[src/hdl/srcCtrlPkg.sv]
package srcCtrlPkg;

    localparam int memDepth = 512;
    localparam int memAddrWidth = $clog2(memDepth);

    typedef logic [memAddrWidth-1:0] memAddrT;

    localparam int stepCount = 12;

    // one-hot step encoding
    typedef enum logic [stepCount-1:0] {
        stIdle      = 12'b0000_0000_0001,
        stHalted    = 12'b0000_0000_0010,
        stT0        = 12'b0000_0000_0100,
        stT1        = 12'b0000_0000_1000,
        stFetchWait = 12'b0000_0001_0000,
        stT2        = 12'b0000_0010_0000,
        stT3        = 12'b0000_0100_0000,
        stT4        = 12'b0000_1000_0000,
        stT5        = 12'b0001_0000_0000,
        stT6        = 12'b0010_0000_0000,
        stMemWait   = 12'b0100_0000_0000,
        stT7        = 12'b1000_0000_0000
    } stepT;

endpackage

[src/hdl/srcIsaPkg.sv]
package srcIsaPkg;

    localparam int wordWidth = 32;
    localparam int regAddrWidth = 4;
    localparam int opcodeWidth = 5;

    // msb of each instruction field
    localparam int opMsb = 31;
    localparam int raMsb = 26;
    localparam int rbMsb = 22;
    localparam int rcMsb = 18;
    localparam int constWidth = 19;         // C occupies bits 18..0

    typedef enum logic [opcodeWidth-1:0] {
        opLd   = 5'd0,
        opLdi  = 5'd1,
        opSt   = 5'd2,
        opAdd  = 5'd3,
        opSub  = 5'd4,
        opAnd  = 5'd5,
        opOr   = 5'd6,
        opAddi = 5'd12,
        opIn   = 5'd22,
        opOut  = 5'd23,
        opNop  = 5'd26,
        opHalt = 5'd27
    } opcodeT;

    typedef enum logic [2:0] {
        aluAdd,
        aluSub,
        aluAnd,
        aluOr,
        aluIncB,                            // PC increment
        aluPassB
    } aluOpT;

    // sign-extended C field of an instruction word
    function automatic logic [wordWidth-1:0] signExtC(input logic [wordWidth-1:0] instr);
        return {{(wordWidth - constWidth){instr[constWidth-1]}}, instr[constWidth-1:0]};
    endfunction

endpackage

[src/hdl/controlBus.sv]
`timescale 1ns/10ps

interface controlBus;

    logic pcOut, zLowOut, mdrOut, regOut, cOut, inPortOut;          // bus drivers
    logic pcIn, irIn, yIn, zIn, marIn, mdrIn, regIn, outPortIn;     // register loads
    logic gra, grb, grc, baOut;                                     // register select
    logic incPc;
    logic memRead;
    logic memWrite;
    logic mdrRead;                      // MDR takes memory data, not bus
    srcIsaPkg::aluOpT aluOp;
    logic [srcIsaPkg::wordWidth-1:0] ir;

    modport sequencer (
        output pcOut, zLowOut, mdrOut, regOut, cOut, inPortOut,
        output pcIn, irIn, yIn, zIn, marIn, mdrIn, regIn, outPortIn,
        output gra, grb, grc, baOut,
        output incPc, memRead, memWrite, mdrRead, aluOp,
        input  ir
    );

    modport datapath (
        input  pcOut, zLowOut, mdrOut, regOut, cOut, inPortOut,
        input  pcIn, irIn, yIn, zIn, marIn, mdrIn, regIn, outPortIn,
        input  gra, grb, grc, baOut,
        input  incPc, memRead, memWrite, mdrRead, aluOp,
        output ir
    );

endinterface

[src/hdl/controlSequencer.sv]
`timescale 1ns/10ps

module controlSequencer (
    input  logic clock,
    input  logic reset,
    input  logic run,
    input  logic timerDone,
    output logic timerStart,
    output logic halted,
    controlBus.sequencer ctl
);

    srcCtrlPkg::stepT state;
    srcCtrlPkg::stepT nextState;
    srcIsaPkg::opcodeT opcode;
    srcIsaPkg::aluOpT execAluOp;
    logic isMem;
    logic isRegOp;

    assign opcode = srcIsaPkg::opcodeT'(ctl.ir[srcIsaPkg::opMsb -: srcIsaPkg::opcodeWidth]);
    assign isMem = (opcode == srcIsaPkg::opLd) || (opcode == srcIsaPkg::opSt);
    assign isRegOp = opcode inside {srcIsaPkg::opAdd, srcIsaPkg::opSub,
                                    srcIsaPkg::opAnd, srcIsaPkg::opOr};
    assign execAluOp = (opcode == srcIsaPkg::opSub) ? srcIsaPkg::aluSub :
                       (opcode == srcIsaPkg::opAnd) ? srcIsaPkg::aluAnd :
                       (opcode == srcIsaPkg::opOr)  ? srcIsaPkg::aluOr  : srcIsaPkg::aluAdd;
    assign halted = (state == srcCtrlPkg::stHalted);

    always_ff @(posedge clock) begin
        if (reset) begin
            state <= srcCtrlPkg::stIdle;
        end else begin
            state <= nextState;
        end
    end

    always_comb begin
        nextState = state;
        timerStart = 1'b0;
        {ctl.pcOut, ctl.zLowOut, ctl.mdrOut, ctl.regOut, ctl.cOut, ctl.inPortOut} = '0;
        {ctl.pcIn, ctl.irIn, ctl.yIn, ctl.zIn} = '0;
        {ctl.marIn, ctl.mdrIn, ctl.regIn, ctl.outPortIn} = '0;
        {ctl.gra, ctl.grb, ctl.grc, ctl.baOut} = '0;
        {ctl.incPc, ctl.memRead, ctl.memWrite, ctl.mdrRead} = '0;
        ctl.aluOp = srcIsaPkg::aluPassB;
        case (state)
            srcCtrlPkg::stIdle: begin
                if (run) begin
                    nextState = srcCtrlPkg::stT0;
                end
            end
            srcCtrlPkg::stHalted: ;         // held until reset
            srcCtrlPkg::stT0: begin
                ctl.pcOut = 1'b1;
                ctl.marIn = 1'b1;
                ctl.incPc = 1'b1;
                ctl.zIn = 1'b1;
                nextState = srcCtrlPkg::stT1;
            end
            srcCtrlPkg::stT1: begin
                ctl.zLowOut = 1'b1;
                ctl.pcIn = 1'b1;
                ctl.memRead = 1'b1;
                timerStart = 1'b1;
                nextState = srcCtrlPkg::stFetchWait;
            end
            srcCtrlPkg::stFetchWait: begin
                if (timerDone) begin
                    ctl.mdrIn = 1'b1;       // capture instruction word
                    ctl.mdrRead = 1'b1;
                    nextState = srcCtrlPkg::stT2;
                end
            end
            srcCtrlPkg::stT2: begin
                ctl.mdrOut = 1'b1;
                ctl.irIn = 1'b1;
                nextState = srcCtrlPkg::stT3;
            end
            srcCtrlPkg::stT3: begin
                nextState = srcCtrlPkg::stT0;
                if (isMem || isRegOp || opcode inside {srcIsaPkg::opLdi, srcIsaPkg::opAddi}) begin
                    ctl.grb = 1'b1;         // Y <= Rb, or 0 for ld/st/ldi with r0
                    ctl.baOut = !isRegOp && (opcode != srcIsaPkg::opAddi);
                    ctl.regOut = 1'b1;
                    ctl.yIn = 1'b1;
                    nextState = srcCtrlPkg::stT4;
                end else if (opcode == srcIsaPkg::opIn) begin
                    ctl.inPortOut = 1'b1;
                    ctl.gra = 1'b1;
                    ctl.regIn = 1'b1;
                end else if (opcode == srcIsaPkg::opOut) begin
                    ctl.gra = 1'b1;
                    ctl.regOut = 1'b1;
                    ctl.outPortIn = 1'b1;
                end else if (opcode == srcIsaPkg::opHalt) begin
                    nextState = srcCtrlPkg::stHalted;
                end
            end
            srcCtrlPkg::stT4: begin
                ctl.grc = isRegOp;
                ctl.regOut = isRegOp;
                ctl.cOut = !isRegOp;        // immediate forms
                ctl.aluOp = execAluOp;
                ctl.zIn = 1'b1;
                nextState = srcCtrlPkg::stT5;
            end
            srcCtrlPkg::stT5: begin
                ctl.zLowOut = 1'b1;
                ctl.marIn = isMem;          // effective address
                ctl.gra = !isMem;
                ctl.regIn = !isMem;
                nextState = isMem ? srcCtrlPkg::stT6 : srcCtrlPkg::stT0;
            end
            srcCtrlPkg::stT6: begin
                if (opcode == srcIsaPkg::opSt) begin
                    ctl.gra = 1'b1;         // MDR <= Ra
                    ctl.regOut = 1'b1;
                    ctl.mdrIn = 1'b1;
                    nextState = srcCtrlPkg::stT7;
                end else begin
                    ctl.memRead = 1'b1;
                    timerStart = 1'b1;
                    nextState = srcCtrlPkg::stMemWait;
                end
            end
            srcCtrlPkg::stMemWait: begin
                if (timerDone) begin
                    ctl.mdrIn = (opcode == srcIsaPkg::opLd);
                    ctl.mdrRead = (opcode == srcIsaPkg::opLd);
                    nextState = (opcode == srcIsaPkg::opLd) ? srcCtrlPkg::stT7 : srcCtrlPkg::stT0;
                end
            end
            srcCtrlPkg::stT7: begin
                if (opcode == srcIsaPkg::opSt) begin
                    ctl.memWrite = 1'b1;
                    timerStart = 1'b1;
                    nextState = srcCtrlPkg::stMemWait;
                end else begin
                    ctl.mdrOut = 1'b1;      // Ra <= loaded word
                    ctl.gra = 1'b1;
                    ctl.regIn = 1'b1;
                    nextState = srcCtrlPkg::stT0;
                end
            end
            default: nextState = srcCtrlPkg::stIdle;
        endcase
    end

    assert property (@(posedge clock) disable iff (reset) !(ctl.memRead && ctl.memWrite));
    assert property (@(posedge clock) disable iff (reset)
        $onehot0({ctl.pcOut, ctl.zLowOut, ctl.mdrOut, ctl.regOut, ctl.cOut, ctl.inPortOut}));

endmodule

[src/flat_wrapper.sv]
// flat-port wrapper written by rule: the top's interface ports become plain ports
module controlSequencer_flat 
  (clock, reset, run, timerDone, timerStart, halted, ctl_pcOut, ctl_zLowOut, ctl_mdrOut, ctl_regOut, ctl_cOut, ctl_inPortOut, ctl_pcIn, ctl_irIn, ctl_yIn, ctl_zIn, ctl_marIn, ctl_mdrIn, ctl_regIn, ctl_outPortIn, ctl_gra, ctl_grb, ctl_grc, ctl_baOut, ctl_incPc, ctl_memRead, ctl_memWrite, ctl_mdrRead, ctl_aluOp, ctl_ir);
  controlBus ctl_i ();
  input  logic clock;
  input  logic reset;
  input  logic run;
  input  logic timerDone;
  output logic timerStart;
  output logic halted;
  output wire logic [$bits(ctl_i.pcOut)-1:0] ctl_pcOut;
  output wire logic [$bits(ctl_i.zLowOut)-1:0] ctl_zLowOut;
  output wire logic [$bits(ctl_i.mdrOut)-1:0] ctl_mdrOut;
  output wire logic [$bits(ctl_i.regOut)-1:0] ctl_regOut;
  output wire logic [$bits(ctl_i.cOut)-1:0] ctl_cOut;
  output wire logic [$bits(ctl_i.inPortOut)-1:0] ctl_inPortOut;
  output wire logic [$bits(ctl_i.pcIn)-1:0] ctl_pcIn;
  output wire logic [$bits(ctl_i.irIn)-1:0] ctl_irIn;
  output wire logic [$bits(ctl_i.yIn)-1:0] ctl_yIn;
  output wire logic [$bits(ctl_i.zIn)-1:0] ctl_zIn;
  output wire logic [$bits(ctl_i.marIn)-1:0] ctl_marIn;
  output wire logic [$bits(ctl_i.mdrIn)-1:0] ctl_mdrIn;
  output wire logic [$bits(ctl_i.regIn)-1:0] ctl_regIn;
  output wire logic [$bits(ctl_i.outPortIn)-1:0] ctl_outPortIn;
  output wire logic [$bits(ctl_i.gra)-1:0] ctl_gra;
  output wire logic [$bits(ctl_i.grb)-1:0] ctl_grb;
  output wire logic [$bits(ctl_i.grc)-1:0] ctl_grc;
  output wire logic [$bits(ctl_i.baOut)-1:0] ctl_baOut;
  output wire logic [$bits(ctl_i.incPc)-1:0] ctl_incPc;
  output wire logic [$bits(ctl_i.memRead)-1:0] ctl_memRead;
  output wire logic [$bits(ctl_i.memWrite)-1:0] ctl_memWrite;
  output wire logic [$bits(ctl_i.mdrRead)-1:0] ctl_mdrRead;
  output wire logic [$bits(ctl_i.aluOp)-1:0] ctl_aluOp;
  input wire logic [$bits(ctl_i.ir)-1:0] ctl_ir;
  assign ctl_pcOut = ctl_i.pcOut;
  assign ctl_zLowOut = ctl_i.zLowOut;
  assign ctl_mdrOut = ctl_i.mdrOut;
  assign ctl_regOut = ctl_i.regOut;
  assign ctl_cOut = ctl_i.cOut;
  assign ctl_inPortOut = ctl_i.inPortOut;
  assign ctl_pcIn = ctl_i.pcIn;
  assign ctl_irIn = ctl_i.irIn;
  assign ctl_yIn = ctl_i.yIn;
  assign ctl_zIn = ctl_i.zIn;
  assign ctl_marIn = ctl_i.marIn;
  assign ctl_mdrIn = ctl_i.mdrIn;
  assign ctl_regIn = ctl_i.regIn;
  assign ctl_outPortIn = ctl_i.outPortIn;
  assign ctl_gra = ctl_i.gra;
  assign ctl_grb = ctl_i.grb;
  assign ctl_grc = ctl_i.grc;
  assign ctl_baOut = ctl_i.baOut;
  assign ctl_incPc = ctl_i.incPc;
  assign ctl_memRead = ctl_i.memRead;
  assign ctl_memWrite = ctl_i.memWrite;
  assign ctl_mdrRead = ctl_i.mdrRead;
  assign ctl_aluOp = ctl_i.aluOp;
  assign ctl_i.ir = ctl_ir;
  controlSequencer u_core (.clock(clock), .reset(reset), .run(run), .timerDone(timerDone), .timerStart(timerStart), .halted(halted), .ctl(ctl_i));
endmodule
[config.mk]
export PLATFORM = sky130hd
export DESIGN_NAME = controlSequencer_flat
export DESIGN_NICKNAME = d
export VERILOG_FILES = /design/src/hdl/srcCtrlPkg.sv /design/src/hdl/srcIsaPkg.sv /design/src/hdl/controlBus.sv /design/src/hdl/controlSequencer.sv /design/src/flat_wrapper.sv
export SDC_FILE = /design/constraint.sdc
export NUM_CORES = 1
export LEC_CHECK = 0
export BUFFER_PORTS_ARGS = -buffer_cell sky130_fd_sc_hd__buf_2
export CORE_MARGIN = 3
export CORE_UTILIZATION = 40
export CTS_CLUSTER_SIZE = 14
export DETAILED_ROUTE_END_ITERATION = 10
export PLACE_DENSITY = 0.79
export SETUP_SLACK_MARGIN = 0.3
export SLEW_MARGIN = 40
export SYNTH_ARGS = -nofsm -noshare
export SYNTH_HDL_FRONTEND = slang
export SYNTH_SLANG_ARGS = --single-unit
[constraint.sdc]
create_clock -name clock -period 1.7 [get_ports clock]
set_clock_uncertainty 0.05 [all_clocks]
set_input_delay 0.085 -clock clock [delete_from_list [all_inputs] [get_ports clock]]
set_output_delay 0.085 -clock clock [all_outputs]
set_load 0.02 [all_outputs]
Yosys cells after proc, flatten, opt, wreduce, memory -nomap -nowiden
Cells that the tools add are included.
{"block": "word_totals", "regBits": 12, "word_cells": 91, "input_bits": 36}
{"block": "classes", "n_reduce_logical": 12, "bitwise_logic": 1, "mux": 51, "eq_ne": 26}
{"cell": "case mux 12 bit (12 select lines)", "count": 1}
{"cell": "two-way mux 12 bit", "count": 8}
{"cell": "two-way mux 1 bit", "count": 26}
{"cell": "equality test 5 x 3 -> 1 bit (second input constant)", "count": 3}
{"cell": "equality test 5 bit (second input constant)", "count": 3}
{"cell": "equality test 12 x 1 -> 1 bit (second input constant)", "count": 1}
{"cell": "equality test 12 x 10 -> 1 bit (second input constant)", "count": 1}
{"cell": "equality test 12 x 11 -> 1 bit (second input constant)", "count": 1}
{"cell": "equality test 12 bit (second input constant)", "count": 1}
{"cell": "equality test 12 x 2 -> 1 bit (second input constant)", "count": 1}
{"cell": "equality test 12 x 3 -> 1 bit (second input constant)", "count": 1}
{"cell": "equality test 12 x 4 -> 1 bit (second input constant)", "count": 1}
{"cell": "equality test 12 x 5 -> 1 bit (second input constant)", "count": 1}
{"cell": "equality test 12 x 6 -> 1 bit (second input constant)", "count": 1}
{"cell": "equality test 12 x 7 -> 1 bit (second input constant)", "count": 1}
{"cell": "equality test 12 x 8 -> 1 bit (second input constant)", "count": 1}
{"cell": "equality test 12 x 9 -> 1 bit (second input constant)", "count": 1}
{"cell": "two-way mux 3 bit", "count": 4}
{"cell": "case mux 1 bit (3 select lines)", "count": 4}
{"cell": "two-way mux 11 bit", "count": 1}
{"cell": "equality test 5 x 2 -> 1 bit (second input constant)", "count": 2}
{"cell": "two-way mux 10 bit", "count": 1}
{"cell": "case mux 1 bit (2 select lines)", "count": 4}
{"cell": "!= test 2 bit (second input constant)", "count": 3}
{"cell": "14 further kinds", "count": 18}

Longest topological paths before layout
{"block": "depth", "ltp_word": 6, "depth_mapped": 6, "depth_no_buf": 5}

Worst setup path before layout
Ideal clock, no wire load.
{"block": "synth_timing", "path_kind": "reg2out", "startpoint": "reg u_core.state[0]", "endpoint": "out ctl_gra", "stages_incl_launch_ff": 5, "t_required_ns": 1.565, "arrival_ns": 1.962, "setup_slack_ns": -0.397, "cell_sequence": "dfxtp_1 nor4_4 and2_4 nand2_4 o311ai_0"}
{"block": "synth_between", "elab_chain_cells": 2, "elab_cells_between_ends": 5, "cone_classes": "eq/ne: 4; mux: 1"}
{"element": "from (decl)", "line": "controlSequencer.sv:13", "text": "srcCtrlPkg::stepT state;"}
{"element": "from (signal assigned)", "line": "controlSequencer.sv:31", "text": "state <= srcCtrlPkg::stIdle;"}
{"element": "from (signal assigned)", "line": "controlSequencer.sv:33", "text": "state <= nextState;"}
{"element": "equality test 12 bit (tied with other cells)", "line": "controlSequencer.sv:46", "text": "case (state)"}
{"element": "case mux 1 bit (4 select lines) *", "line": "controlSequencer.sv:46"}
{"element": "to (decl)", "line": "flat_wrapper.sv:25", "text": "output wire logic [$bits(ctl_i.gra)-1:0] ctl_gra;"}
Every way passes the cells marked *; elsewhere a longest branch is shown, timed or not.

Final worst setup path
{"block": "layout_timing", "startpoint": "reg u_core.state[1]", "endpoint": "out ctl_mdrIn"}
{"block": "layout_between", "elab_chain_cells": 2, "elab_cells_between_ends": 4, "cone_classes": "eq/ne: 3; mux: 1"}
{"element": "equality test 12 x 11 -> 1 bit (tied with other cells)", "line": "controlSequencer.sv:46"}
{"element": "case mux 1 bit (3 select lines) *", "line": "controlSequencer.sv:46"}
{"element": "to (decl)", "line": "flat_wrapper.sv:22", "text": "output wire logic [$bits(ctl_i.mdrIn)-1:0] ctl_mdrIn;"}
Marked as above.

==> impl_metrics.ini <==
[timing]
tightestPinTransition_ns = 0.6476
max_freq_mhz = 461.6
fin_crit_ns = 2.166
finalHoldViolations = 0
setup_viol = 34
rsz0062_at_grt = yes
min_period_over_period = 1.274
setup_slack_ns = -0.4663
relSlewSlack = 0.5643
fin_tns_setup_ns = -10.62
drv_slew = 0

[yosys]
synth_seq_cells = 12
yosys.area.top_type_share = 0.2155
synth-edff-count = 0
ys.flop_type = dfxtp_1
synth_area_leader_cell = dfxtp_1
syn_area_per_cell_sq_um = 7.533
syn-num-nets = 184
synth_cell_types = 46
synthCells = 148
synth_area_leaders = dfxtp_1 (22%), nand2_1 (6.4%), nor2_1 (6.4%)
synth_warnings = 0
yosysSeqAreaShare = 0.2155
ys_top_cells_by_count = nand2_1 (19), nor2_1 (19), dfxtp_1 (12), inv_1 (7), o21ai_0 (6)
synth_area_sq_mm = 0.001115
async_flop_share = 0

[worst_setup_path]
reg2reg_depth = 9
start_kind = flop
cp-endpoint = ctl_mdrIn
path_delay_family = simple AND/OR/NAND/NOR gates
worstSetupEndpointType = output port
cp_max_fo = 5
slowest_stage = dfxtp_2
critPathKind = flop to output port
path_buf_inv = 2
cp_common_cell = buf_6
rr_startpoint = u_core.state[1]$_SDFFE_PP0P_
critPathLaunch = u_core.state[1]$_SDFFE_PP0P_
worstPathRequired_ns = 1.56
cp.arrival_ns = 2.03
regToRegEndpoint = u_core.state[11]$_SDFFE_PP0P_
critPathMaxStageDelay_ns = 0.35
path_cells = nor4_4 -> buf_6 -> and2_4 -> nand4b_1 -> a21oi_4 -> nand2b_4 -> buf_6
crit_cells = 7
rrSetupSlack_ns = -0.30

[die]
start_util = 0.4342
die_h_um = 58.79
dieArea_sq_mm = 0.003456
std_cell_rows = 18
core_sq_mm = 0.002567
io_pins = 63
dieWidth_um = 58.79

[place]
port_buffers = 35
dp_hpwl_mm = 3.036
dpl_cell_area_sq_mm = 0.001729
placed_cells = 238
place_congestion = 0.8909

[grt]
antenna_found_initial = 0
grt-ovfl-total = 0
grt_max_degree = 11
grt.total_usage = 0.3341
grt_pass1_wl_mm = 8.535
grt_pass1_vias = 1588

[cts]
cts_buffers = 3
clk_pin_slew_ns = 0.09
cts.sinks = 12
htree_levels = 1
cts_tree = done
worstSkewPairLatency_ns = 0.31
clockBufferDepth = 2
ctsRootBufferMaster = clkbuf_4
hold_buffers = 0

[hold_path]
hold_path.class = input pin to flop

[drt]
wl_per_cell_um = 25.67
viasPerCell = 6.602
wl_mm = 6.699
via_count = 1723
dr.pass1.iters = 5
dr.first_iter.drc_count = 179
ant_nets = 0
drc_errors = 0

[layout]
regMostFlops = u_core.state
drive_gt1_frac = 0.7043
multi_input_area_sq_mm = 0.001171
finish.utilization = 0.9079
final_nets = 268
largest_reg_flops = 12
seqCellArea_sq_um = 255.2
synthToLayoutAreaGrowth_pct = 109.1
reg.largest.list = u_core.state (12)
fillers = 102
fin_cells = 261
final_area_sq_mm = 0.002331

[pwr]
ir_worst_vdd_uv = 735.3
p_leak_uw = 0.001074
powerDensity_mw_per_mm2 = 444.5

[flow_run]
maxCapViolations = 0

[outcome]
outcome = complete, but fails checks
violations = negative setup slack
cell families (layout without fill, tap and decap cells):
group	Yosys count	in the layout	synth area share
xor gates and xnor gates	6	6	0.04714
other	0	1	0
AOI/OAI and AO/OA	30	30	0.1897
buffers and inverters	16	98	0.06510
and+or+nand+nor	84	84	0.4826
DFF	12	12	0.2155
stage by stage:
stage	worst slack [ns]	hold slack, ns	total power, uW
2_1_floorplan	-0.08029	0.2032	529.9
3_3_place_gp	-0.05748	0.3480	621.6
3_5_place_dp	-0.1106	0.3574	635.3
4_1_cts	-0.3339	0.04434	913.7
5_1_grt	-0.5221	0.07969	1063
6_report	-0.4663	0.08007	1036
what timing repair did:
action                                  4_1_cts  5_1_grt
gates cloned                                  0        0
pin swaps                                    15       13
setup buffers                                10        9
gates resized for setup                      78       40
endpoints found under the setup margin       39       39
power breakdown:
group	total, uW	switching (uW)	internal (uW)
Combinational	508	280	228
Clock	205	122	83.0
Sequential	323	25.2	298
worst min path at each step:
stage | cells after the start | end | from | slack (ns)
global placement | 3 | u_core.state[11]$_SDFFE_PP0P_ | ctl_ir[28] | 0.35
CTS | 2 | u_core.state[4]$_SDFFE_PP0P_ | reset | 0.04
global route | 2 | u_core.state[4]$_SDFFE_PP0P_ | reset | 0.08
floorplan | 2 | u_core.state[11]$_SDFFE_PP0P_ | timerDone | 0.20
detailed placement | 2 | u_core.state[8]$_SDFFE_PP0P_ | reset | 0.36
finish | 2 | u_core.state[4]$_SDFFE_PP0P_ | reset | 0.08
layer usage:
layer | vias to the layer above | GRT usage | wire [um]
li1 | 710 | - | -
met1 | 828 | 0.3884 | 2433
met2 | 131 | 0.5852 | 3208
met3 | 54 | 0.08114 | 595
met4 | 0 | 0.1294 | 461
met5 | - | 0 | 0
cells in the final DEF (no fill, tap or decap), types with 3 or more instances in the layout:
cell / count
a21oi_1: 3
buf_2: 8
buf_4: 35
buf_6: 44
clkbuf_4: 3
dfxtp_2: 9
inv_1: 3
inv_2: 3
nand2_1: 8
nand2_2: 3
nand2_4: 9
nand3_1: 3
nand4_1: 3
nand4b_1: 3
nor2_1: 11
nor2_2: 3
nor2_4: 5
nor2b_1: 4
nor3_4: 5
nor4_4: 5
o21ai_0: 3
xor2_1: 5
area by class of cell:
class                   instances  share of cell area
well taps                      30             0.01610
diodes                          1            0.001074
inverters                       7             0.01235
flip-flops and latches         12              0.1095
clock buffers                   3            0.009662
multi-input cells             120              0.5024
repair buffers                 88              0.3489
Power figures use the tool's default switching activity.
