## src/hdl/srcCtrlPkg.sv

```systemverilog
package srcCtrlPkg;

    localparam int memDepth = 512;
    localparam int memAddrWidth = $clog2(memDepth);

    typedef logic [memAddrWidth-1:0] memAddrT;

    localparam int stepCount = 12;

    // one-hot step encoding
    typedef enum logic [stepCount-1:0] {
        stIdle      = 12'b0000_0000_0001,
        stHalted    = 12'b0000_0000_0010,
        stT0        = 12'b0000_0000_0100,
        stT1        = 12'b0000_0000_1000,
        stFetchWait = 12'b0000_0001_0000,
        stT2        = 12'b0000_0010_0000,
        stT3        = 12'b0000_0100_0000,
        stT4        = 12'b0000_1000_0000,
        stT5        = 12'b0001_0000_0000,
        stT6        = 12'b0010_0000_0000,
        stMemWait   = 12'b0100_0000_0000,
        stT7        = 12'b1000_0000_0000
    } stepT;

endpackage

```

## src/hdl/srcIsaPkg.sv

```systemverilog
package srcIsaPkg;

    localparam int wordWidth = 32;
    localparam int regAddrWidth = 4;
    localparam int opcodeWidth = 5;

    // msb of each instruction field
    localparam int opMsb = 31;
    localparam int raMsb = 26;
    localparam int rbMsb = 22;
    localparam int rcMsb = 18;
    localparam int constWidth = 19;         // C occupies bits 18..0

    typedef enum logic [opcodeWidth-1:0] {
        opLd   = 5'd0,
        opLdi  = 5'd1,
        opSt   = 5'd2,
        opAdd  = 5'd3,
        opSub  = 5'd4,
        opAnd  = 5'd5,
        opOr   = 5'd6,
        opAddi = 5'd12,
        opIn   = 5'd22,
        opOut  = 5'd23,
        opNop  = 5'd26,
        opHalt = 5'd27
    } opcodeT;

    typedef enum logic [2:0] {
        aluAdd,
        aluSub,
        aluAnd,
        aluOr,
        aluIncB,                            // PC increment
        aluPassB
    } aluOpT;

    // sign-extended C field of an instruction word
    function automatic logic [wordWidth-1:0] signExtC(input logic [wordWidth-1:0] instr);
        return {{(wordWidth - constWidth){instr[constWidth-1]}}, instr[constWidth-1:0]};
    endfunction

endpackage

```

## src/hdl/controlBus.sv

```systemverilog
`timescale 1ns/10ps

interface controlBus;

    logic pcOut, zLowOut, mdrOut, regOut, cOut, inPortOut;          // bus drivers
    logic pcIn, irIn, yIn, zIn, marIn, mdrIn, regIn, outPortIn;     // register loads
    logic gra, grb, grc, baOut;                                     // register select
    logic incPc;
    logic memRead;
    logic memWrite;
    logic mdrRead;                      // MDR takes memory data, not bus
    srcIsaPkg::aluOpT aluOp;
    logic [srcIsaPkg::wordWidth-1:0] ir;

    modport sequencer (
        output pcOut, zLowOut, mdrOut, regOut, cOut, inPortOut,
        output pcIn, irIn, yIn, zIn, marIn, mdrIn, regIn, outPortIn,
        output gra, grb, grc, baOut,
        output incPc, memRead, memWrite, mdrRead, aluOp,
        input  ir
    );

    modport datapath (
        input  pcOut, zLowOut, mdrOut, regOut, cOut, inPortOut,
        input  pcIn, irIn, yIn, zIn, marIn, mdrIn, regIn, outPortIn,
        input  gra, grb, grc, baOut,
        input  incPc, memRead, memWrite, mdrRead, aluOp,
        output ir
    );

endinterface

```

## src/hdl/memPort.sv

```systemverilog
`timescale 1ns/10ps

interface memPort;

    srcCtrlPkg::memAddrT address;
    logic [srcIsaPkg::wordWidth-1:0] writeData;
    logic [srcIsaPkg::wordWidth-1:0] readData;
    logic read;                         // single-cycle strobes
    logic write;

    modport master (output address, writeData, read, write, input readData);
    modport slave (input address, writeData, read, write, output readData);

endinterface

```

## src/hdl/aluUnit.sv

```systemverilog
`timescale 1ns/10ps

module aluUnit (
    input  srcIsaPkg::aluOpT aluOp,
    input  logic [srcIsaPkg::wordWidth-1:0] a,     // from Y
    input  logic [srcIsaPkg::wordWidth-1:0] b,     // from bus
    output logic [srcIsaPkg::wordWidth-1:0] result
);

    always_comb begin
        case (aluOp)
            srcIsaPkg::aluAdd: begin
                result = a + b;
            end
            srcIsaPkg::aluSub: begin
                result = a - b;
            end
            srcIsaPkg::aluAnd: begin
                result = a & b;
            end
            srcIsaPkg::aluOr: begin
                result = a | b;
            end
            srcIsaPkg::aluIncB: begin
                result = b + 1'b1;
            end
            default: begin
                result = b;                 // pass, also nop
            end
        endcase
    end

endmodule

```

## src/hdl/dataPath.sv

```systemverilog
`timescale 1ns/10ps

module dataPath (
    input  logic clock,
    input  logic reset,
    controlBus.datapath ctl,
    memPort.master mem,
    input  logic [srcIsaPkg::wordWidth-1:0] inPortData,
    output logic [srcIsaPkg::wordWidth-1:0] outPortData
);

    logic [srcIsaPkg::wordWidth-1:0] bus;
    logic [srcIsaPkg::wordWidth-1:0] pc;
    logic [srcIsaPkg::wordWidth-1:0] ir;
    logic [srcIsaPkg::wordWidth-1:0] y;
    logic [srcIsaPkg::wordWidth-1:0] z;
    logic [srcIsaPkg::wordWidth-1:0] mar;
    logic [srcIsaPkg::wordWidth-1:0] mdr;
    logic [srcIsaPkg::wordWidth-1:0] inPort;
    logic [srcIsaPkg::wordWidth-1:0] regData;
    logic [srcIsaPkg::wordWidth-1:0] aluResult;
    srcIsaPkg::aluOpT aluOp;

    registerFile regFile (
        .clock (clock),
        .reset (reset),
        .ir    (ir),
        .gra   (ctl.gra),
        .grb   (ctl.grb),
        .grc   (ctl.grc),
        .baOut (ctl.baOut),
        .regIn (ctl.regIn),
        .busIn (bus),
        .busOut(regData)
    );

    assign aluOp = ctl.incPc ? srcIsaPkg::aluIncB : ctl.aluOp;     // PC+1 during fetch

    aluUnit alu (
        .aluOp (aluOp),
        .a     (y),
        .b     (bus),
        .result(aluResult)
    );

    // shared bus with one driver at most
    always_comb begin
        if (ctl.pcOut) begin
            bus = pc;
        end else if (ctl.zLowOut) begin
            bus = z;
        end else if (ctl.mdrOut) begin
            bus = mdr;
        end else if (ctl.regOut) begin
            bus = regData;
        end else if (ctl.cOut) begin
            bus = srcIsaPkg::signExtC(ir);
        end else if (ctl.inPortOut) begin
            bus = inPort;
        end else begin
            bus = '0;
        end
    end

    always_ff @(posedge clock) begin
        if (reset) begin
            pc <= '0;
            ir <= '0;
            outPortData <= '0;
        end else begin
            if (ctl.pcIn) pc <= bus;
            if (ctl.irIn) ir <= bus;
            if (ctl.outPortIn) outPortData <= bus;
        end
    end

    always_ff @(posedge clock) begin
        inPort <= inPortData;               // sampled every cycle
        if (ctl.yIn) y <= bus;
        if (ctl.zIn) z <= aluResult;
        if (ctl.marIn) mar <= bus;
        if (ctl.mdrIn) mdr <= ctl.mdrRead ? mem.readData : bus;
    end

    assign ctl.ir = ir;
    assign mem.address = mar[srcCtrlPkg::memAddrWidth-1:0];
    assign mem.writeData = mdr;
    assign mem.read = ctl.memRead;
    assign mem.write = ctl.memWrite;

    assert property (@(posedge clock) disable iff (reset)
        (mem.read || mem.write) |-> (mar < srcCtrlPkg::memDepth));

endmodule

```

## src/hdl/registerFile.sv

```systemverilog
`timescale 1ns/10ps

module registerFile (
    input  logic clock,
    input  logic reset,
    input  logic [srcIsaPkg::wordWidth-1:0] ir,
    input  logic gra,
    input  logic grb,
    input  logic grc,
    input  logic baOut,
    input  logic regIn,
    input  logic [srcIsaPkg::wordWidth-1:0] busIn,
    output logic [srcIsaPkg::wordWidth-1:0] busOut
);

    localparam int aw = srcIsaPkg::regAddrWidth;

    logic [srcIsaPkg::wordWidth-1:0] regs [1 << aw];
    logic [aw-1:0] select;

    // field select, one of gra/grb/grc at a time
    assign select = ({aw{gra}} & ir[srcIsaPkg::raMsb -: aw])
                  | ({aw{grb}} & ir[srcIsaPkg::rbMsb -: aw])
                  | ({aw{grc}} & ir[srcIsaPkg::rcMsb -: aw]);

    assign busOut = (baOut && select == '0) ? '0 : regs[select];   // r0 as base reads 0

    always_ff @(posedge clock) begin
        if (reset) begin
            for (int i = 0; i < (1 << aw); i++) begin
                regs[i] <= '0;
            end
        end else if (regIn) begin
            regs[select] <= busIn;
        end
    end

endmodule

```

## src/flat_wrapper.sv

```systemverilog
// flat-port wrapper written by rule: the top's interface ports become plain ports
module dataPath_flat 
  (clock, reset, inPortData, outPortData, ctl_pcOut, ctl_zLowOut, ctl_mdrOut, ctl_regOut, ctl_cOut, ctl_inPortOut, ctl_pcIn, ctl_irIn, ctl_yIn, ctl_zIn, ctl_marIn, ctl_mdrIn, ctl_regIn, ctl_outPortIn, ctl_gra, ctl_grb, ctl_grc, ctl_baOut, ctl_incPc, ctl_memRead, ctl_memWrite, ctl_mdrRead, ctl_aluOp, ctl_ir, mem_address, mem_writeData, mem_read, mem_write, mem_readData);
  controlBus ctl_i ();
  memPort mem_i ();
  input  logic clock;
  input  logic reset;
  input  logic [srcIsaPkg::wordWidth-1:0] inPortData;
  output logic [srcIsaPkg::wordWidth-1:0] outPortData;
  input wire logic [$bits(ctl_i.pcOut)-1:0] ctl_pcOut;
  input wire logic [$bits(ctl_i.zLowOut)-1:0] ctl_zLowOut;
  input wire logic [$bits(ctl_i.mdrOut)-1:0] ctl_mdrOut;
  input wire logic [$bits(ctl_i.regOut)-1:0] ctl_regOut;
  input wire logic [$bits(ctl_i.cOut)-1:0] ctl_cOut;
  input wire logic [$bits(ctl_i.inPortOut)-1:0] ctl_inPortOut;
  input wire logic [$bits(ctl_i.pcIn)-1:0] ctl_pcIn;
  input wire logic [$bits(ctl_i.irIn)-1:0] ctl_irIn;
  input wire logic [$bits(ctl_i.yIn)-1:0] ctl_yIn;
  input wire logic [$bits(ctl_i.zIn)-1:0] ctl_zIn;
  input wire logic [$bits(ctl_i.marIn)-1:0] ctl_marIn;
  input wire logic [$bits(ctl_i.mdrIn)-1:0] ctl_mdrIn;
  input wire logic [$bits(ctl_i.regIn)-1:0] ctl_regIn;
  input wire logic [$bits(ctl_i.outPortIn)-1:0] ctl_outPortIn;
  input wire logic [$bits(ctl_i.gra)-1:0] ctl_gra;
  input wire logic [$bits(ctl_i.grb)-1:0] ctl_grb;
  input wire logic [$bits(ctl_i.grc)-1:0] ctl_grc;
  input wire logic [$bits(ctl_i.baOut)-1:0] ctl_baOut;
  input wire logic [$bits(ctl_i.incPc)-1:0] ctl_incPc;
  input wire logic [$bits(ctl_i.memRead)-1:0] ctl_memRead;
  input wire logic [$bits(ctl_i.memWrite)-1:0] ctl_memWrite;
  input wire logic [$bits(ctl_i.mdrRead)-1:0] ctl_mdrRead;
  input wire logic [$bits(ctl_i.aluOp)-1:0] ctl_aluOp;
  output wire logic [$bits(ctl_i.ir)-1:0] ctl_ir;
  output wire logic [$bits(mem_i.address)-1:0] mem_address;
  output wire logic [$bits(mem_i.writeData)-1:0] mem_writeData;
  output wire logic [$bits(mem_i.read)-1:0] mem_read;
  output wire logic [$bits(mem_i.write)-1:0] mem_write;
  input wire logic [$bits(mem_i.readData)-1:0] mem_readData;
  assign ctl_i.pcOut = ctl_pcOut;
  assign ctl_i.zLowOut = ctl_zLowOut;
  assign ctl_i.mdrOut = ctl_mdrOut;
  assign ctl_i.regOut = ctl_regOut;
  assign ctl_i.cOut = ctl_cOut;
  assign ctl_i.inPortOut = ctl_inPortOut;
  assign ctl_i.pcIn = ctl_pcIn;
  assign ctl_i.irIn = ctl_irIn;
  assign ctl_i.yIn = ctl_yIn;
  assign ctl_i.zIn = ctl_zIn;
  assign ctl_i.marIn = ctl_marIn;
  assign ctl_i.mdrIn = ctl_mdrIn;
  assign ctl_i.regIn = ctl_regIn;
  assign ctl_i.outPortIn = ctl_outPortIn;
  assign ctl_i.gra = ctl_gra;
  assign ctl_i.grb = ctl_grb;
  assign ctl_i.grc = ctl_grc;
  assign ctl_i.baOut = ctl_baOut;
  assign ctl_i.incPc = ctl_incPc;
  assign ctl_i.memRead = ctl_memRead;
  assign ctl_i.memWrite = ctl_memWrite;
  assign ctl_i.mdrRead = ctl_mdrRead;
  assign ctl_i.aluOp = ctl_aluOp;
  assign ctl_ir = ctl_i.ir;
  assign mem_address = mem_i.address;
  assign mem_writeData = mem_i.writeData;
  assign mem_read = mem_i.read;
  assign mem_write = mem_i.write;
  assign mem_i.readData = mem_readData;
  dataPath u_core (.clock(clock), .reset(reset), .ctl(ctl_i), .mem(mem_i), .inPortData(inPortData), .outPortData(outPortData));
endmodule
```

## config.mk

```make
export PLATFORM = sky130hd
export DESIGN_NAME = dataPath_flat
export DESIGN_NICKNAME = d
export VERILOG_FILES = /design/src/hdl/srcCtrlPkg.sv /design/src/hdl/srcIsaPkg.sv /design/src/hdl/controlBus.sv /design/src/hdl/memPort.sv /design/src/hdl/aluUnit.sv /design/src/hdl/dataPath.sv /design/src/hdl/registerFile.sv /design/src/flat_wrapper.sv
export SDC_FILE = /design/constraint.sdc
export NUM_CORES = 1
export LEC_CHECK = 0
export ABC_AREA = 1
export BUFFER_PORTS_ARGS = -buffer_cell sky130_fd_sc_hd__buf_2
export CAP_MARGIN = 20
export CORE_MARGIN = 2
export CORE_UTILIZATION = 50
export DETAILED_ROUTE_END_ITERATION = 8
export PLACE_DENSITY = 0.69
export SLEW_MARGIN = 20
export SYNTH_ARGS = -nofsm -noshare
export SYNTH_HDL_FRONTEND = slang
export SYNTH_SLANG_ARGS = --single-unit
export TNS_END_PERCENT = 10
```

## constraint.sdc

```tcl
create_clock -name clock -period 7.2 [get_ports clock]
set_input_delay 1.44 -clock clock [delete_from_list [all_inputs] [get_ports clock]]
set_output_delay 1.44 -clock clock [all_outputs]
set_load 0.01 [all_outputs]
```

Word-level counts from Yosys, hierarchy flattened
Memories as Yosys holds them, arrays and structs flattened.
Cells that the tools add are included.
Widths: inputs -> output; s select.
{ "classes": {"addsub": 3, "n_eq_ne": 4, "muxes": 18, "n_bitwise": 7, "n_reduce_logical": 4} }
{ "ops": {"columns": ["cell", "count"], "rows": [
  ["$mux 32", 9],
  ["$pmux 32 s5", 1],
  ["$add 32x1->32 const B", 1],
  ["$add 32x32->32", 1],
  ["$and 32x32->32", 1],
  ["$or 32x32->32", 1],
  ["$reduce_or 32->1", 1],
  ["$sub 32x32->32", 1],
  ["$and 4x4->4", 3],
  ["$or 4x4->4", 2],
  ["$eq 3x2->1 const B", 2],
  ["$mux 1", 6],
  ["$logic_not 4->1", 1],
  ["$mux 4", 1],
  ["$eq 3x1->1 const B", 1],
  ["$eq 3x3->1 const B", 1],
  ["$logic_not 3->1", 1],
  ["$mux 3", 1],
  ["$logic_and 1x1->1", 1]
]} }
{ "word_totals": {"ff_bits": 233, "ram_bits": 512, "input_bits": 91, "word_cells": 45, "mem_count": 1} }
{ "mem_list": {"columns": ["memory", "words", "width", "rd", "rd_ports_with_merged_regs", "wr", "line_no", "rtl"], "rows": [
  ["u_core.regFile.regs", 16, 32, 1, 0, 16, "registerFile.sv:18", "logic [srcIsaPkg::wordWidth-1:0] regs [1 << aw];"]
]} }

Depth between registers and ports, before layout
{ "depth": {"ltp_word": 12, "ltp_mapped": 36, "mapped_depth_nobuf": 33} }

Modules after synthesis
From an unflattened synthesis, not the netlist that was laid out.
{ "unflattened": {"cells_unflattened": 5297, "hier_area_um2": 41205.8} }
{ "by_module_without_submodules": {"columns": ["module", "instances", "cells_each", "area_per_inst_um2", "seq_area_each_um2"], "rows": [
  ["registerFile", 1, 2599, 23751.5, 15374.7],
  ["dataPath", 1, 1296, 10448.8, 5715.5],
  ["aluUnit", 1, 1402, 7005.5, 0.0]
]} }

Worst setup path after synthesis
No wires, ideal clock.
{ "synth_timing": {"kind": "input port to flip-flop", "start": "in ctl_grc", "end": "reg u_core.z[24] (netlist bit), data pin", "arrival_ns": 5.354, "t_required_ns": 6.947, "path_slack_ns": 1.593, "cell_stages": 34, "path_buffers": 4, "cell_sequence": "nand2_2 nand3_2 buf_6 nand2_2 buf_4 buf_4 o22ai_1 o21ai_0 and3_1 a311oi_1 o21ai_1 o21ai_1 buf_2 inv_1 ha_1 fa_1 nor2_1 inv_1 o21ai_0 nand3_1 nand2_1 nand2_1 nand2_1 a21oi_1 inv_1 nand3_1 nor2_1 a221oi_1 nand2_1 nand2_1 nand3_1 nand2_1 nor2_1 nor2_1"} }
{ "synth_via": {"elab_chain_cells": 11} }
{ "synth_lines": {"columns": ["element", "line_no", "rtl"], "rows": [
  ["start: declaration", "flat_wrapper.sv:26", "input wire logic [$bits(ctl_i.grc)-1:0] ctl_grc;"],
  ["$and 4x4->4 (*)", "registerFile.sv:24", "| ({aw{grc}} & ir[srcIsaPkg::rcMsb -: aw]);"],
  ["$or 4x4->4 (*)", "registerFile.sv:24", null],
  ["branches (longest 2 deep; another with $mem_v2 16x32)", null, null],
  ["$mux 32 (*)", "registerFile.sv:26", "assign busOut = (baOut && select == '0) ? '0 : regs[select];"],
  ["$mux 32 (*)", "dataPath.sv:54", "end else if (ctl.regOut) begin"],
  ["$mux 32 (*)", "dataPath.sv:52", "end else if (ctl.mdrOut) begin"],
  ["$mux 32 (*)", "dataPath.sv:50", "end else if (ctl.zLowOut) begin"],
  ["$mux 32 (*)", "dataPath.sv:48", "if (ctl.pcOut) begin"],
  ["via u_core.alu.b, one bit", "aluUnit.sv:6", "input logic [srcIsaPkg::wordWidth-1:0] b,"],
  ["$add 32x1->32, or another cell as far along", "aluUnit.sv:25", "result = b + 1'b1;"],
  ["$pmux 32 s5 (*)", "aluUnit.sv:11", "case (aluOp)"],
  ["via u_core.alu.result, one bit", "aluUnit.sv:7", "output logic [srcIsaPkg::wordWidth-1:0] result"],
  ["end signal: assignment", "dataPath.sv:80", "if (ctl.zIn) z <= aluResult;"],
  ["end: declaration", "dataPath.sv:16", "logic [srcIsaPkg::wordWidth-1:0] z;"]
]} }
Mark *: on every way through the listed nets, which the timed path passes.
A chain may end at the register's enable or synchronous reset.

Worst setup path in the final report
{ "layout_timing": {"start": "in ctl_grc", "end": "reg u_core.z[25] (netlist bit), data pin"} }
{ "layout_via": {"elab_chain_cells": 11} }
{ "layout_lines": {"columns": ["element", "line_no"], "rows": [
  ["$and 4x4->4 (*)", "registerFile.sv:24"],
  ["$or 4x4->4 (*)", "registerFile.sv:24"],
  ["branches (longest 2 deep; another with $mem_v2 16x32)", null],
  ["$mux 32 (*)", "registerFile.sv:26"],
  ["$mux 32 (*)", "dataPath.sv:54"],
  ["$mux 32 (*)", "dataPath.sv:52"],
  ["$mux 32 (*)", "dataPath.sv:50"],
  ["$mux 32 (*)", "dataPath.sv:48"],
  ["$add 32x1->32, or another cell as far along", "aluUnit.sv:25"],
  ["$pmux 32 s5 (*)", "aluUnit.sv:11"],
  ["via u_core.alu.result, one bit", "aluUnit.sv:7"]
]} }
Marks and branches as above.

==> impl_metrics.tcl <==
set metrics [dict create \
    synth_area_leaders "edfxtp_1 (52%), nor2_1 (7.5%), dfxtp_1 (7.2%)" \
    cts_root_buffer "clkbuf_16" \
    grt_util_all_layers_pct 34.0 \
    synth_edf_count 617 \
    cp_data_required_time_ns 7.56 \
    drv_cap 0 \
    die_w_um 271 \
    synth_cells 3646 \
    startpoint "ctl_grc" \
    fin_area_um2 40500 \
    synthArstFlopShare_pct 0 \
    hold_viol 0 \
    fin_tns_setup_ns 0 \
    crit_path_start_kind "input pin" \
    cts_buffers 80 \
    start_util_pct 50.6 \
    rsz0062_at_grt "no" \
    max-vdd-ir-drop_mv 0.178 \
    p_leak_uw 0.0160 \
    cts_tree "yes" \
    rows 97 \
    fin_crit_ns 6.31 \
    grt_overflow 0 \
    synth_ff_type "edfxtp_1" \
    cts.path.max_buffers 3 \
    cellPowerDensity_nw_per_um2 286 \
    synth_area_per_cell_um2 9.75 \
    cts_setup_buffers 0 \
    fin_cells 4798 \
    drv_slew 0 \
    drc 0 \
    synthToLayoutAreaGrowth_pct 14.1 \
    crit_fanout 27 \
    finalSetupViolCount 0 \
    routed_wirelength_um 128000 \
    outcome "finished clean" \
    port_buffers 193 \
    die_h_um 271 \
    grt_max_degree 65 \
    dp_hpwl_um 84700 \
    cts-resized-gates 0 \
    dieArea_um2 73200 \
    num_vias 30021 \
    holdPathStages 2 \
    syn_area_um2 35500 \
    grt_pass1_wl_um 184000 \
    grt_pass1_vias 27765 \
    synth_nets 3862 \
    grt.met2_usage_pct 52.2 \
    fin_nets 4006 \
    dp_cells 4648 \
    hp-class "reg2reg" \
    fmax_ghz 0.158 \
    yosysWarnings 0 \
    reg2reg_to "u_core.z[25]" \
    grt-busiest-layer "met2" \
    place_ws_ns 0.419 \
    wl_per_cell_um 26.6 \
    postCtsHoldBufs 0 \
    cp.arrival_ns 6.67 \
    place.gp.congestion 0.983 \
    hp-start "u_core.ctl.ir[31]" \
    slew_headroom_pct 26.8 \
    clock-sinks 745 \
    antenna_found_initial 7 \
    drtIter0Drc 4345 \
    rr_worst_depth 26 \
    place_area_um2 37800 \
    clkTransAtPathRegs_ns 0.06 \
    routed_via_density 6.26 \
    ys_seq_area_share_pct 59.3 \
    layout-drive-gt1-share_pct 13.5 \
    firstDrtPassIters 6 \
    ios 198 \
    endpoint_kind "flip-flop" \
    r2r-start "u_core.ctl.ir[15]" \
    r2r_setup_slack_ns 1.34 \
    coreArea_um2 70300 \
    timing.final.crit_share_pct 87.7 \
    clock_skew_ns 0.0489 \
    synth_top_area_share_pct 52.1 \
    yosys.area.top_type "edfxtp_1" \
    worst-setup-path-type "in2reg" \
    htree_levels 3 \
    min_to "u_core.ctl.ir[31]" \
    synth_seq_cells 745 \
    tightestPinTransition_ns 1.09 \
    synthDistinctLibCells 54 \
    grtUsageMet1_pct 45.6 \
    insertion_delay_ns 0.65 \
    synthTopCellsByCount "nor2_1 (710), edfxtp_1 (617), nand2_1 (373), o21ai_0 (338), a21oi_1 (254)" \
    layout_setup_ws_ns 0.888 \
    grt_util_met3_pct 7.88 \
    postRouteAntennaNets 0 \
    synthMostInstantiatedCell "nor2_1" \
]
-- metrics by stage --
stage | hold slack (ns) | total power, µW | util [%]
detailed placement | 0.458 | 7280 | 53.8
global route | 0.523 | 11900 | 57.7
CTS | 0.477 | 11500 | 57.7
floorplan | 0.467 | 6340 | -
finish | 0.479 | 11600 | 57.7
global placement | 0.459 | 7260 | 53.8
-- cell usage in the layout, fill, tap and decap left out, types with 14 or more instances in the layout --
master	netlist	layout
a211oi_1	17	17
a21oi_1	254	254
buf_2	91	193
buf_4	11	126
clkbuf_1	155	14
clkbuf_16	0	81
clkinv_1	3	17
dfxtp_1	128	128
edfxtp_1	617	617
ha_1	123	123
inv_1	218	218
nand2_1	373	373
nand3_1	107	107
nand4_1	31	31
nor2_1	710	709
nor3_1	21	19
o211ai_1	16	16
o21ai_0	338	333
o21ai_1	37	23
o21ai_2	0	19
o22ai_1	240	240
or2_2	17	17
-- power breakdown --
group | leakage [µW] | internal [µW] | switching [µW]
combinational | 0.00730 | 611 | 1610
sequential | 0.00740 | 4940 | 128
clock | 0.00133 | 2490 | 1820
total | 0.0160 | 8040 | 3560
-- sequential cells by signal (all words and copies together), names as in the netlist --
name	cells
u_core.ctl.ir	32
u_core.y	32
u_core.mar	9
u_core.pc	32
u_core.z	32
u_core.outPortData	32
u_core.mem.writeData	32
u_core.regFile.regs	512
u_core.inPort	32
-- layer usage --
metal,share of wire [%],vias up
met5,0.010,-
met4,5.3,2
met3,13,322
met2,45,2148
met1,37,14420
li1,-,13129
-- critical path: stages --
cell,delay (ns)
buf_2,0.13
nand2_2,0.13
nand3_2,0.31
inv_1,0.14
nand2_4,0.29
buf_12,0.25
o22ai_1,0.10
o21ai_0,0.69
nand4_1,0.41
o21ai_1,0.30
buf_4,0.16
a21oi_1,0.13
o31ai_1,0.22
nand2_1,0.14
ha_1,0.35
nor2_1,0.17
inv_1,0.09
nor2_1,0.10
inv_1,0.06
o21ai_0,0.37
inv_1,0.11
nand2_1,0.10
nand2_1,0.08
a21oi_1,0.14
o21ai_1,0.09
nor2_1,0.11
nor2_1,0.04
-- worst max path at each step --
stage | endpoint | slack, ns | depth (start not counted)
finish | u_core.z[25] | 0.89 | 27
global route | u_core.z[25] | 0.60 | 34
CTS | u_core.z[28] | 1.08 | 29
detailed placement | u_core.z[28] | 0.42 | 29
global placement | u_core.z[28] | 0.56 | 29
floorplan | u_core.z[24] | 1.59 | 34
-- final cells by class --
cell class                      count  area [µm²]
Inverter                          226         852
Fill cell                        6046       29700
Clock inverter                     51         633
Antenna cell                        1        2.50
Tap cell                          940        1180
Timing Repair Buffer              329        2110
Sequential cell                   745       21100
Clock buffer                       98        2120
Multi-Input combinational cell   2408       12600
-- logic make-up after synthesis --
group,synth area share (%)
simple gates,15.0
buf+inv,5.66
compound gates,15.5
flops,59.3
xor+xnor,0.0986
fa+ha+maj,4.44
(Power assumes the default switching activity.)
